--- src/logic/mem_config.svh ---
`ifndef MEM_CONFIG_SVH
`define MEM_CONFIG_SVH

// bus widths
`define ADDR_W    32
`define DATA_W    32
`define ID_W      4

// depth of the slave array in words, power of two
`define MEM_WORDS 1024

`endif
--- src/logic/axi_pkg.sv ---
package axi_pkg;

    // burst type, 2'b11 is reserved
    typedef enum logic [1:0] {
        BURST_FIXED = 2'b00,
        BURST_INCR  = 2'b01,
        BURST_WRAP  = 2'b10
    } burst_t;

    typedef enum logic [1:0] {
        RESP_OKAY   = 2'b00,
        RESP_EXOKAY = 2'b01,
        RESP_SLVERR = 2'b10,
        RESP_DECERR = 2'b11
    } resp_t;

    // bytes per beat = 2 ** size
    typedef logic [2:0] size_t;

    // beats in a burst minus one
    typedef logic [7:0] len_t;

endpackage

--- src/logic/soc_mem_pkg.sv ---
package soc_mem_pkg;

    // requester id, lands in bit 0 of arid
    typedef enum logic {
        SRC_INSTR = 1'b0,
        SRC_DATA  = 1'b1
    } src_t;

    // instruction fetch is always word wide
    localparam axi_pkg::size_t INSTR_SIZE = 3'd2;

endpackage

--- src/logic/axi_wr_if.sv ---
`timescale 1ns/1ps
`include "mem_config.svh"

interface axi_wr_if (
    input logic clk
);
    import axi_pkg::*;

    logic [`ID_W-1:0]     awid;
    logic [`ADDR_W-1:0]   awaddr;
    len_t                 awlen;
    size_t                awsize;
    burst_t               awburst;
    logic                 awvalid;
    logic                 awready;

    logic [`DATA_W-1:0]   wdata;
    logic [`DATA_W/8-1:0] wstrb;
    logic                 wlast;
    logic                 wvalid;
    logic                 wready;

    resp_t                bresp;
    logic                 bvalid;
    logic                 bready;

    modport master (
        input  clk,
        output awid, awaddr, awlen, awsize, awburst, awvalid,
        output wdata, wstrb, wlast, wvalid, bready,
        input  awready, wready, bresp, bvalid
    );

    modport slave (
        input  clk,
        input  awid, awaddr, awlen, awsize, awburst, awvalid,
        input  wdata, wstrb, wlast, wvalid, bready,
        output awready, wready, bresp, bvalid
    );

endinterface

--- src/logic/axi_rd_if.sv ---
`timescale 1ns/1ps
`include "mem_config.svh"

interface axi_rd_if (
    input logic clk
);
    import axi_pkg::*;

    // AR channel
    logic [`ID_W-1:0]   arid;
    logic [`ADDR_W-1:0] araddr;
    len_t               arlen;
    size_t              arsize;
    burst_t             arburst;
    logic               arvalid;
    logic               arready;

    // R channel
    logic [`ID_W-1:0]   rid;
    logic [`DATA_W-1:0] rdata;
    resp_t              rresp;
    logic               rlast;
    logic               rvalid;
    logic               rready;

    modport master (
        input  clk,
        output arid, araddr, arlen, arsize, arburst, arvalid, rready,
        input  arready, rid, rdata, rresp, rlast, rvalid
    );

    modport slave (
        input  clk,
        input  arid, araddr, arlen, arsize, arburst, arvalid, rready,
        output arready, rid, rdata, rresp, rlast, rvalid
    );

endinterface

--- src/logic/arbiter.sv ---
`timescale 1ns/1ps
`include "mem_config.svh"

module arbiter (
    input  logic                 clk,

    // instruction read port
    input  logic [`ADDR_W-1:0]   i_i_araddr,
    input  axi_pkg::burst_t      i_i_arburst,
    input  axi_pkg::len_t        i_i_arlen,
    input  logic                 i_i_arvalid,
    input  logic                 i_i_rready,
    output logic                 o_i_arready,
    output logic [`DATA_W-1:0]   o_i_rdata,
    output logic                 o_i_rlast,
    output logic                 o_i_rvalid,

    // data read port
    input  logic [`ADDR_W-1:0]   i_d_araddr,
    input  axi_pkg::len_t        i_d_arlen,
    input  axi_pkg::size_t       i_d_arsize,
    input  logic                 i_d_arvalid,
    input  logic                 i_d_rready,
    output logic                 o_d_arready,
    output logic [`DATA_W-1:0]   o_d_rdata,
    output logic                 o_d_rlast,
    output logic                 o_d_rvalid,

    // data write port
    input  logic [`ADDR_W-1:0]   i_d_awaddr,
    input  axi_pkg::len_t        i_d_awlen,
    input  axi_pkg::size_t       i_d_awsize,
    input  logic                 i_d_awvalid,
    input  logic [`DATA_W-1:0]   i_d_wdata,
    input  logic [`DATA_W/8-1:0] i_d_wstrb,
    input  logic                 i_d_wlast,
    input  logic                 i_d_wvalid,
    input  logic                 i_d_bready,
    output logic                 o_d_awready,
    output logic                 o_d_wready,
    output logic                 o_d_bvalid,

    axi_rd_if.master             m_rd,
    axi_wr_if.master             m_wr
);
    import axi_pkg::*;
    import soc_mem_pkg::*;

    src_t ar_sel;
    src_t r_sel;

    // instruction side wins when both ask
    assign ar_sel = (!i_i_arvalid && i_d_arvalid) ? SRC_DATA : SRC_INSTR;
    assign r_sel  = src_t'(m_rd.rid[0]);

    assign m_rd.arid    = {{(`ID_W-1){1'b0}}, ar_sel};
    assign m_rd.araddr  = (ar_sel == SRC_DATA) ? i_d_araddr : i_i_araddr;
    assign m_rd.arlen   = (ar_sel == SRC_DATA) ? i_d_arlen : i_i_arlen;
    assign m_rd.arsize  = (ar_sel == SRC_DATA) ? i_d_arsize : INSTR_SIZE;
    assign m_rd.arburst = (ar_sel == SRC_DATA) ? BURST_WRAP : i_i_arburst;
    assign m_rd.arvalid = (ar_sel == SRC_DATA) ? i_d_arvalid : i_i_arvalid;

    assign o_i_arready  = m_rd.arready && (ar_sel == SRC_INSTR);
    assign o_d_arready  = m_rd.arready && (ar_sel == SRC_DATA);

    // read data goes back to whoever the id names
    assign o_i_rdata    = (r_sel == SRC_INSTR) ? m_rd.rdata : '0;
    assign o_i_rlast    = (r_sel == SRC_INSTR) && m_rd.rlast;
    assign o_i_rvalid   = (r_sel == SRC_INSTR) && m_rd.rvalid;
    assign o_d_rdata    = (r_sel == SRC_DATA) ? m_rd.rdata : '0;
    assign o_d_rlast    = (r_sel == SRC_DATA) && m_rd.rlast;
    assign o_d_rvalid   = (r_sel == SRC_DATA) && m_rd.rvalid;
    assign m_rd.rready  = (r_sel == SRC_DATA) ? i_d_rready : i_i_rready;

    // writes only come from the data side
    assign m_wr.awid    = '0;
    assign m_wr.awaddr  = i_d_awaddr;
    assign m_wr.awlen   = i_d_awlen;
    assign m_wr.awsize  = i_d_awsize;
    assign m_wr.awburst = BURST_WRAP;
    assign m_wr.awvalid = i_d_awvalid;
    assign m_wr.wdata   = i_d_wdata;
    assign m_wr.wstrb   = i_d_wstrb;
    assign m_wr.wlast   = i_d_wlast;
    assign m_wr.wvalid  = i_d_wvalid;
    assign m_wr.bready  = i_d_bready;
    assign o_d_awready  = m_wr.awready;
    assign o_d_wready   = m_wr.wready;
    assign o_d_bvalid   = m_wr.bvalid;

endmodule

--- src/flat_wrapper.sv ---
// flat-port wrapper written by rule: the top's interface ports become plain ports
module arbiter_flat import axi_pkg::*; import soc_mem_pkg::*;
  (clk, i_i_araddr, i_i_arburst, i_i_arlen, i_i_arvalid, i_i_rready, o_i_arready, o_i_rdata, o_i_rlast, o_i_rvalid, i_d_araddr, i_d_arlen, i_d_arsize, i_d_arvalid, i_d_rready, o_d_arready, o_d_rdata, o_d_rlast, o_d_rvalid, i_d_awaddr, i_d_awlen, i_d_awsize, i_d_awvalid, i_d_wdata, i_d_wstrb, i_d_wlast, i_d_wvalid, i_d_bready, o_d_awready, o_d_wready, o_d_bvalid, m_rd_arid, m_rd_araddr, m_rd_arlen, m_rd_arsize, m_rd_arburst, m_rd_arvalid, m_rd_rready, m_rd_arready, m_rd_rid, m_rd_rdata, m_rd_rresp, m_rd_rlast, m_rd_rvalid, m_wr_awid, m_wr_awaddr, m_wr_awlen, m_wr_awsize, m_wr_awburst, m_wr_awvalid, m_wr_wdata, m_wr_wstrb, m_wr_wlast, m_wr_wvalid, m_wr_bready, m_wr_awready, m_wr_wready, m_wr_bresp, m_wr_bvalid);
  axi_rd_if m_rd_i (.clk(clk));
  axi_wr_if m_wr_i (.clk(clk));
  input  logic clk;
  input  logic [`ADDR_W-1:0] i_i_araddr;
  input  axi_pkg::burst_t i_i_arburst;
  input  axi_pkg::len_t i_i_arlen;
  input  logic i_i_arvalid;
  input  logic i_i_rready;
  output logic o_i_arready;
  output logic [`DATA_W-1:0] o_i_rdata;
  output logic o_i_rlast;
  output logic o_i_rvalid;
  input  logic [`ADDR_W-1:0] i_d_araddr;
  input  axi_pkg::len_t i_d_arlen;
  input  axi_pkg::size_t i_d_arsize;
  input  logic i_d_arvalid;
  input  logic i_d_rready;
  output logic o_d_arready;
  output logic [`DATA_W-1:0] o_d_rdata;
  output logic o_d_rlast;
  output logic o_d_rvalid;
  input  logic [`ADDR_W-1:0] i_d_awaddr;
  input  axi_pkg::len_t i_d_awlen;
  input  axi_pkg::size_t i_d_awsize;
  input  logic i_d_awvalid;
  input  logic [`DATA_W-1:0] i_d_wdata;
  input  logic [`DATA_W/8-1:0] i_d_wstrb;
  input  logic i_d_wlast;
  input  logic i_d_wvalid;
  input  logic i_d_bready;
  output logic o_d_awready;
  output logic o_d_wready;
  output logic o_d_bvalid;
  output wire logic [$bits(m_rd_i.arid)-1:0] m_rd_arid;
  output wire logic [$bits(m_rd_i.araddr)-1:0] m_rd_araddr;
  output wire logic [$bits(m_rd_i.arlen)-1:0] m_rd_arlen;
  output wire logic [$bits(m_rd_i.arsize)-1:0] m_rd_arsize;
  output wire logic [$bits(m_rd_i.arburst)-1:0] m_rd_arburst;
  output wire logic [$bits(m_rd_i.arvalid)-1:0] m_rd_arvalid;
  output wire logic [$bits(m_rd_i.rready)-1:0] m_rd_rready;
  input wire logic [$bits(m_rd_i.arready)-1:0] m_rd_arready;
  input wire logic [$bits(m_rd_i.rid)-1:0] m_rd_rid;
  input wire logic [$bits(m_rd_i.rdata)-1:0] m_rd_rdata;
  input wire logic [$bits(m_rd_i.rresp)-1:0] m_rd_rresp;
  input wire logic [$bits(m_rd_i.rlast)-1:0] m_rd_rlast;
  input wire logic [$bits(m_rd_i.rvalid)-1:0] m_rd_rvalid;
  output wire logic [$bits(m_wr_i.awid)-1:0] m_wr_awid;
  output wire logic [$bits(m_wr_i.awaddr)-1:0] m_wr_awaddr;
  output wire logic [$bits(m_wr_i.awlen)-1:0] m_wr_awlen;
  output wire logic [$bits(m_wr_i.awsize)-1:0] m_wr_awsize;
  output wire logic [$bits(m_wr_i.awburst)-1:0] m_wr_awburst;
  output wire logic [$bits(m_wr_i.awvalid)-1:0] m_wr_awvalid;
  output wire logic [$bits(m_wr_i.wdata)-1:0] m_wr_wdata;
  output wire logic [$bits(m_wr_i.wstrb)-1:0] m_wr_wstrb;
  output wire logic [$bits(m_wr_i.wlast)-1:0] m_wr_wlast;
  output wire logic [$bits(m_wr_i.wvalid)-1:0] m_wr_wvalid;
  output wire logic [$bits(m_wr_i.bready)-1:0] m_wr_bready;
  input wire logic [$bits(m_wr_i.awready)-1:0] m_wr_awready;
  input wire logic [$bits(m_wr_i.wready)-1:0] m_wr_wready;
  input wire logic [$bits(m_wr_i.bresp)-1:0] m_wr_bresp;
  input wire logic [$bits(m_wr_i.bvalid)-1:0] m_wr_bvalid;
  assign m_rd_arid = m_rd_i.arid;
  assign m_rd_araddr = m_rd_i.araddr;
  assign m_rd_arlen = m_rd_i.arlen;
  assign m_rd_arsize = m_rd_i.arsize;
  assign m_rd_arburst = m_rd_i.arburst;
  assign m_rd_arvalid = m_rd_i.arvalid;
  assign m_rd_rready = m_rd_i.rready;
  assign m_rd_i.arready = m_rd_arready;
  assign m_rd_i.rid = m_rd_rid;
  assign m_rd_i.rdata = m_rd_rdata;
  assign m_rd_i.rresp = m_rd_rresp;
  assign m_rd_i.rlast = m_rd_rlast;
  assign m_rd_i.rvalid = m_rd_rvalid;
  assign m_wr_awid = m_wr_i.awid;
  assign m_wr_awaddr = m_wr_i.awaddr;
  assign m_wr_awlen = m_wr_i.awlen;
  assign m_wr_awsize = m_wr_i.awsize;
  assign m_wr_awburst = m_wr_i.awburst;
  assign m_wr_awvalid = m_wr_i.awvalid;
  assign m_wr_wdata = m_wr_i.wdata;
  assign m_wr_wstrb = m_wr_i.wstrb;
  assign m_wr_wlast = m_wr_i.wlast;
  assign m_wr_wvalid = m_wr_i.wvalid;
  assign m_wr_bready = m_wr_i.bready;
  assign m_wr_i.awready = m_wr_awready;
  assign m_wr_i.wready = m_wr_wready;
  assign m_wr_i.bresp = m_wr_bresp;
  assign m_wr_i.bvalid = m_wr_bvalid;
  arbiter u_core (.clk(clk), .i_i_araddr(i_i_araddr), .i_i_arburst(i_i_arburst), .i_i_arlen(i_i_arlen), .i_i_arvalid(i_i_arvalid), .i_i_rready(i_i_rready), .o_i_arready(o_i_arready), .o_i_rdata(o_i_rdata), .o_i_rlast(o_i_rlast), .o_i_rvalid(o_i_rvalid), .i_d_araddr(i_d_araddr), .i_d_arlen(i_d_arlen), .i_d_arsize(i_d_arsize), .i_d_arvalid(i_d_arvalid), .i_d_rready(i_d_rready), .o_d_arready(o_d_arready), .o_d_rdata(o_d_rdata), .o_d_rlast(o_d_rlast), .o_d_rvalid(o_d_rvalid), .i_d_awaddr(i_d_awaddr), .i_d_awlen(i_d_awlen), .i_d_awsize(i_d_awsize), .i_d_awvalid(i_d_awvalid), .i_d_wdata(i_d_wdata), .i_d_wstrb(i_d_wstrb), .i_d_wlast(i_d_wlast), .i_d_wvalid(i_d_wvalid), .i_d_bready(i_d_bready), .o_d_awready(o_d_awready), .o_d_wready(o_d_wready), .o_d_bvalid(o_d_bvalid), .m_rd(m_rd_i), .m_wr(m_wr_i));
endmodule
--- config.mk ---
export PLATFORM = sky130hd
export DESIGN_NAME = arbiter_flat
export DESIGN_NICKNAME = d
export VERILOG_FILES = /design/src/logic/axi_pkg.sv /design/src/logic/soc_mem_pkg.sv /design/src/logic/axi_wr_if.sv /design/src/logic/axi_rd_if.sv /design/src/logic/arbiter.sv /design/src/flat_wrapper.sv
export VERILOG_INCLUDE_DIRS = /design/src /design/src/logic
export SDC_FILE = /design/constraint.sdc
export NUM_CORES = 1
export LEC_CHECK = 0
export BUFFER_PORTS_ARGS = -buffer_cell sky130_fd_sc_hd__buf_2
export CELL_PAD_IN_SITES_DETAIL_PLACEMENT = 1
export CELL_PAD_IN_SITES_GLOBAL_PLACEMENT = 1
export CORE_AREA = 2 2 169 171
export DETAILED_ROUTE_END_ITERATION = 8
export DIE_AREA = 0 0 171 173
export MAX_ROUTING_LAYER = met4
export PLACE_DENSITY_LB_ADDON = 0.1
export SETUP_SLACK_MARGIN = 0.05
export SLEW_MARGIN = 15
export SYNTH_ARGS = -nofsm -noshare
export SYNTH_HDL_FRONTEND = slang
export SYNTH_SLANG_ARGS = --single-unit
--- constraint.sdc ---
create_clock -name vclk -period 1.2
set_clock_uncertainty 0.1 [all_clocks]
set_input_delay 0.24 -clock vclk [all_inputs]
set_output_delay 0.24 -clock vclk [all_outputs]
set_load 0.01 [all_outputs]
==> results.sh <==
export IMPL_start_util=0.0699
export IMPL_cp_required_ps=860
export IMPL_grt_overflow_total=0
export IMPL_cap_violations=0
export IMPL_ys_types=14
export IMPL_synth_cells=229
export IMPL_grt_pass1_vias=2051
export IMPL_rsz0062_at_grt="true"
export IMPL_crit_arrival_ps=1130
export IMPL_timing_hold_ws_ps=380
export IMPL_final_nets=605
export IMPL_layout_setup_ws_ps=-272
export IMPL_final_area_mm2=0.00346
export IMPL_detailed_place_area_mm2=0.00292
export IMPL_synth_top_cell_by_area="buf_4"
export IMPL_antenna_found_initial=2
export IMPL_setup_viol_count_final=48
export IMPL_hp_start="i_d_awaddr[0]"
export IMPL_drive_gt1_frac=0.828
export IMPL_die_y_um=173
export IMPL_violations="setup timing"
export IMPL_synth_area_top_cells="buf_4 (37%), mux2_4 (29%), and2_1 (13%)"
export IMPL_p_sw_uw=496
export IMPL_die_width_um=171
export IMPL_syn_area_mm2=0.00193
export IMPL_p_per_area_mw_per_mm2=363
export IMPL_dr_pass1_iters=2
export IMPL_cp_start_kind="input port"
export IMPL_port_buffers=243
export IMPL_irDropWorstVdd_mv=0.0994
export IMPL_via_per_inst=2.64
export IMPL_areaGrowthSynthToFinish_pct=79.0
export IMPL_nClkBuffers=0
export IMPL_gp_congestion=0.734
export IMPL_wire_per_inst_um=12.4
export IMPL_endpoint_kind="output port"
export IMPL_drtIter0Drc=36
export IMPL_run_status="finished with violations"
export IMPL_min_to="m_wr_awaddr[0]"
export IMPL_pwr_share_clk=0
export IMPL_fin_crit_sh=1.23
export IMPL_swShare=0.396
export IMPL_slew_violations=0
export IMPL_p_leak_nw=1.88
export IMPL_io_pins=432
export IMPL_finalHoldViolations=0
export IMPL_drc=0
export IMPL_ys_seq_area_frac=0
export IMPL_fin_util=0.125
export IMPL_final_antenna_net_count=0
export IMPL_synth_warnings=0
export IMPL_routed_wirelength_um=9440
export IMPL_fin_tns_setup_ps=-10840
export IMPL_core_area_mm2=0.0276
export IMPL_die_area_mm2=0.0296
export IMPL_finalWorstPathRequiredPeriod_ps=1470
export IMPL_p_total_mw=1.25
export IMPL_rows=61
export IMPL_yosysTopAreaCellShare=0.373
export IMPL_intPower_uw=757
export IMPL_hold_path_class="in2out"
export IMPL_cp_max_fo=19
export IMPL_hold_path_depth=0
export IMPL_design_seq_count=0
export IMPL_postCtsHoldBufs=0
export IMPL_vias=2014
export IMPL_grt_pass1_wl_um=12300
export IMPL_grt_start_max_net_pins=27
export IMPL_crit_type="in2out"
export IMPL_comb_power_share=1.000
export IMPL_regArea_um2=0
export IMPL_p_seq_frac=0
export IMPL_syn_avg_cell_area_um2=8.44
export IMPL_insertedDiodeCount=0
export IMPL_fmax_ghz=0.679
export IMPL_gr_usage_all_layers=0.0551
kinds of logic (layout without fill, tap and decap cells):
group,Yosys count,in the layout,synth area share
buffers and inverters,109,257,0.432
other,2,9,0.00389
AND/OR/NAND/NOR,77,77,0.253
multiplexers,41,41,0.311
worst max-delay path by stage:
stage                           start  depth (start not counted)  slack, ps         endpoint
after floorplan           i_i_arvalid                          4        -90   m_rd_araddr[0]
final                     i_i_arvalid                          5       -270  m_rd_araddr[31]
after global placement    i_i_arvalid                          5       -300    m_rd_arlen[7]
after detailed placement  i_i_arvalid                          5       -300    m_rd_arlen[0]
after CTS                 i_i_arvalid                          5       -290    m_rd_arlen[7]
after global routing      i_i_arvalid                          5       -310  m_rd_araddr[31]
layout by cell type (no fill, tap or decap):
cell type  synthesis  final
and2_1            39     27
and2_4             0     12
buf_12             3      4
buf_16             0      3
buf_2              0    200
buf_6              2     43
buf_8              0      2
clkbuf_16          0      4
conb_1             2      9
inv_1              1      1
mux2_2             4      1
mux2_4            37     40
nand2b_1           2      2
nand2b_4           1      1
nor2b_1           34     27
nor2b_2            0      3
nor2b_4            0      4
or2_2              1      1
repair_timing:
action / in CTS / in global routing
setup endpoints to repair: 117 / 74
setup buffers: 0 / 0
gates cloned: 2 / 5
gates resized for setup: 43 / 30
power by group through the flow:
stage,clock [mW],sequential (mW),combinational [mW]
2_1_floorplan,0,0,0.838
3_3_place_gp,0,0,1.02
3_5_place_dp,0,0,1.02
4_1_cts,0,0,1.18
5_1_grt,0,0,1.34
6_report,0,0,1.25
synthesized netlist by cell type:
library cell and n:
clkbuf_2 1, and2_1 39, nor2b_1 34, clkbuf_1 6
conb_1 2, nand2b_4 1, mux2_4 37, or2_2 1
nand2b_1 2, buf_12 3, mux2_2 4, inv_1 1
buf_4 96, buf_6 2
layer usage:
layer / up-vias / part of all wire / track usage
met2: 128 / 0.60 / 0.122
met4: 0 / 0.016 / 0.00918
li1: 923 / - / -
met3: 24 / 0.072 / 0.00664
met1: 939 / 0.31 / 0.0468
met5: - / 0 / -
metrics by stage:
stage	std cells	setup WS [ps]
floorplan	236	-89.6
global placement	755	-301
detailed placement	755	-297
CTS	757	-287
global route	762	-310
finish	762	-272
worst max-delay path, cell delays in order:
cell,delay (ps)
buf_6,70
nand2b_4,150
buf_12,190
mux2_2,340
buf_2,140
cell type report:
cell class | count | area [µm²]
Fill cell | 3346 | 24200
Timing Repair Buffer | 256 | 1780
Multi-Input combinational cell | 127 | 1200
Tap cell | 378 | 473
Inverter | 1 | 3.75
Power figures use the tool's default switching activity.
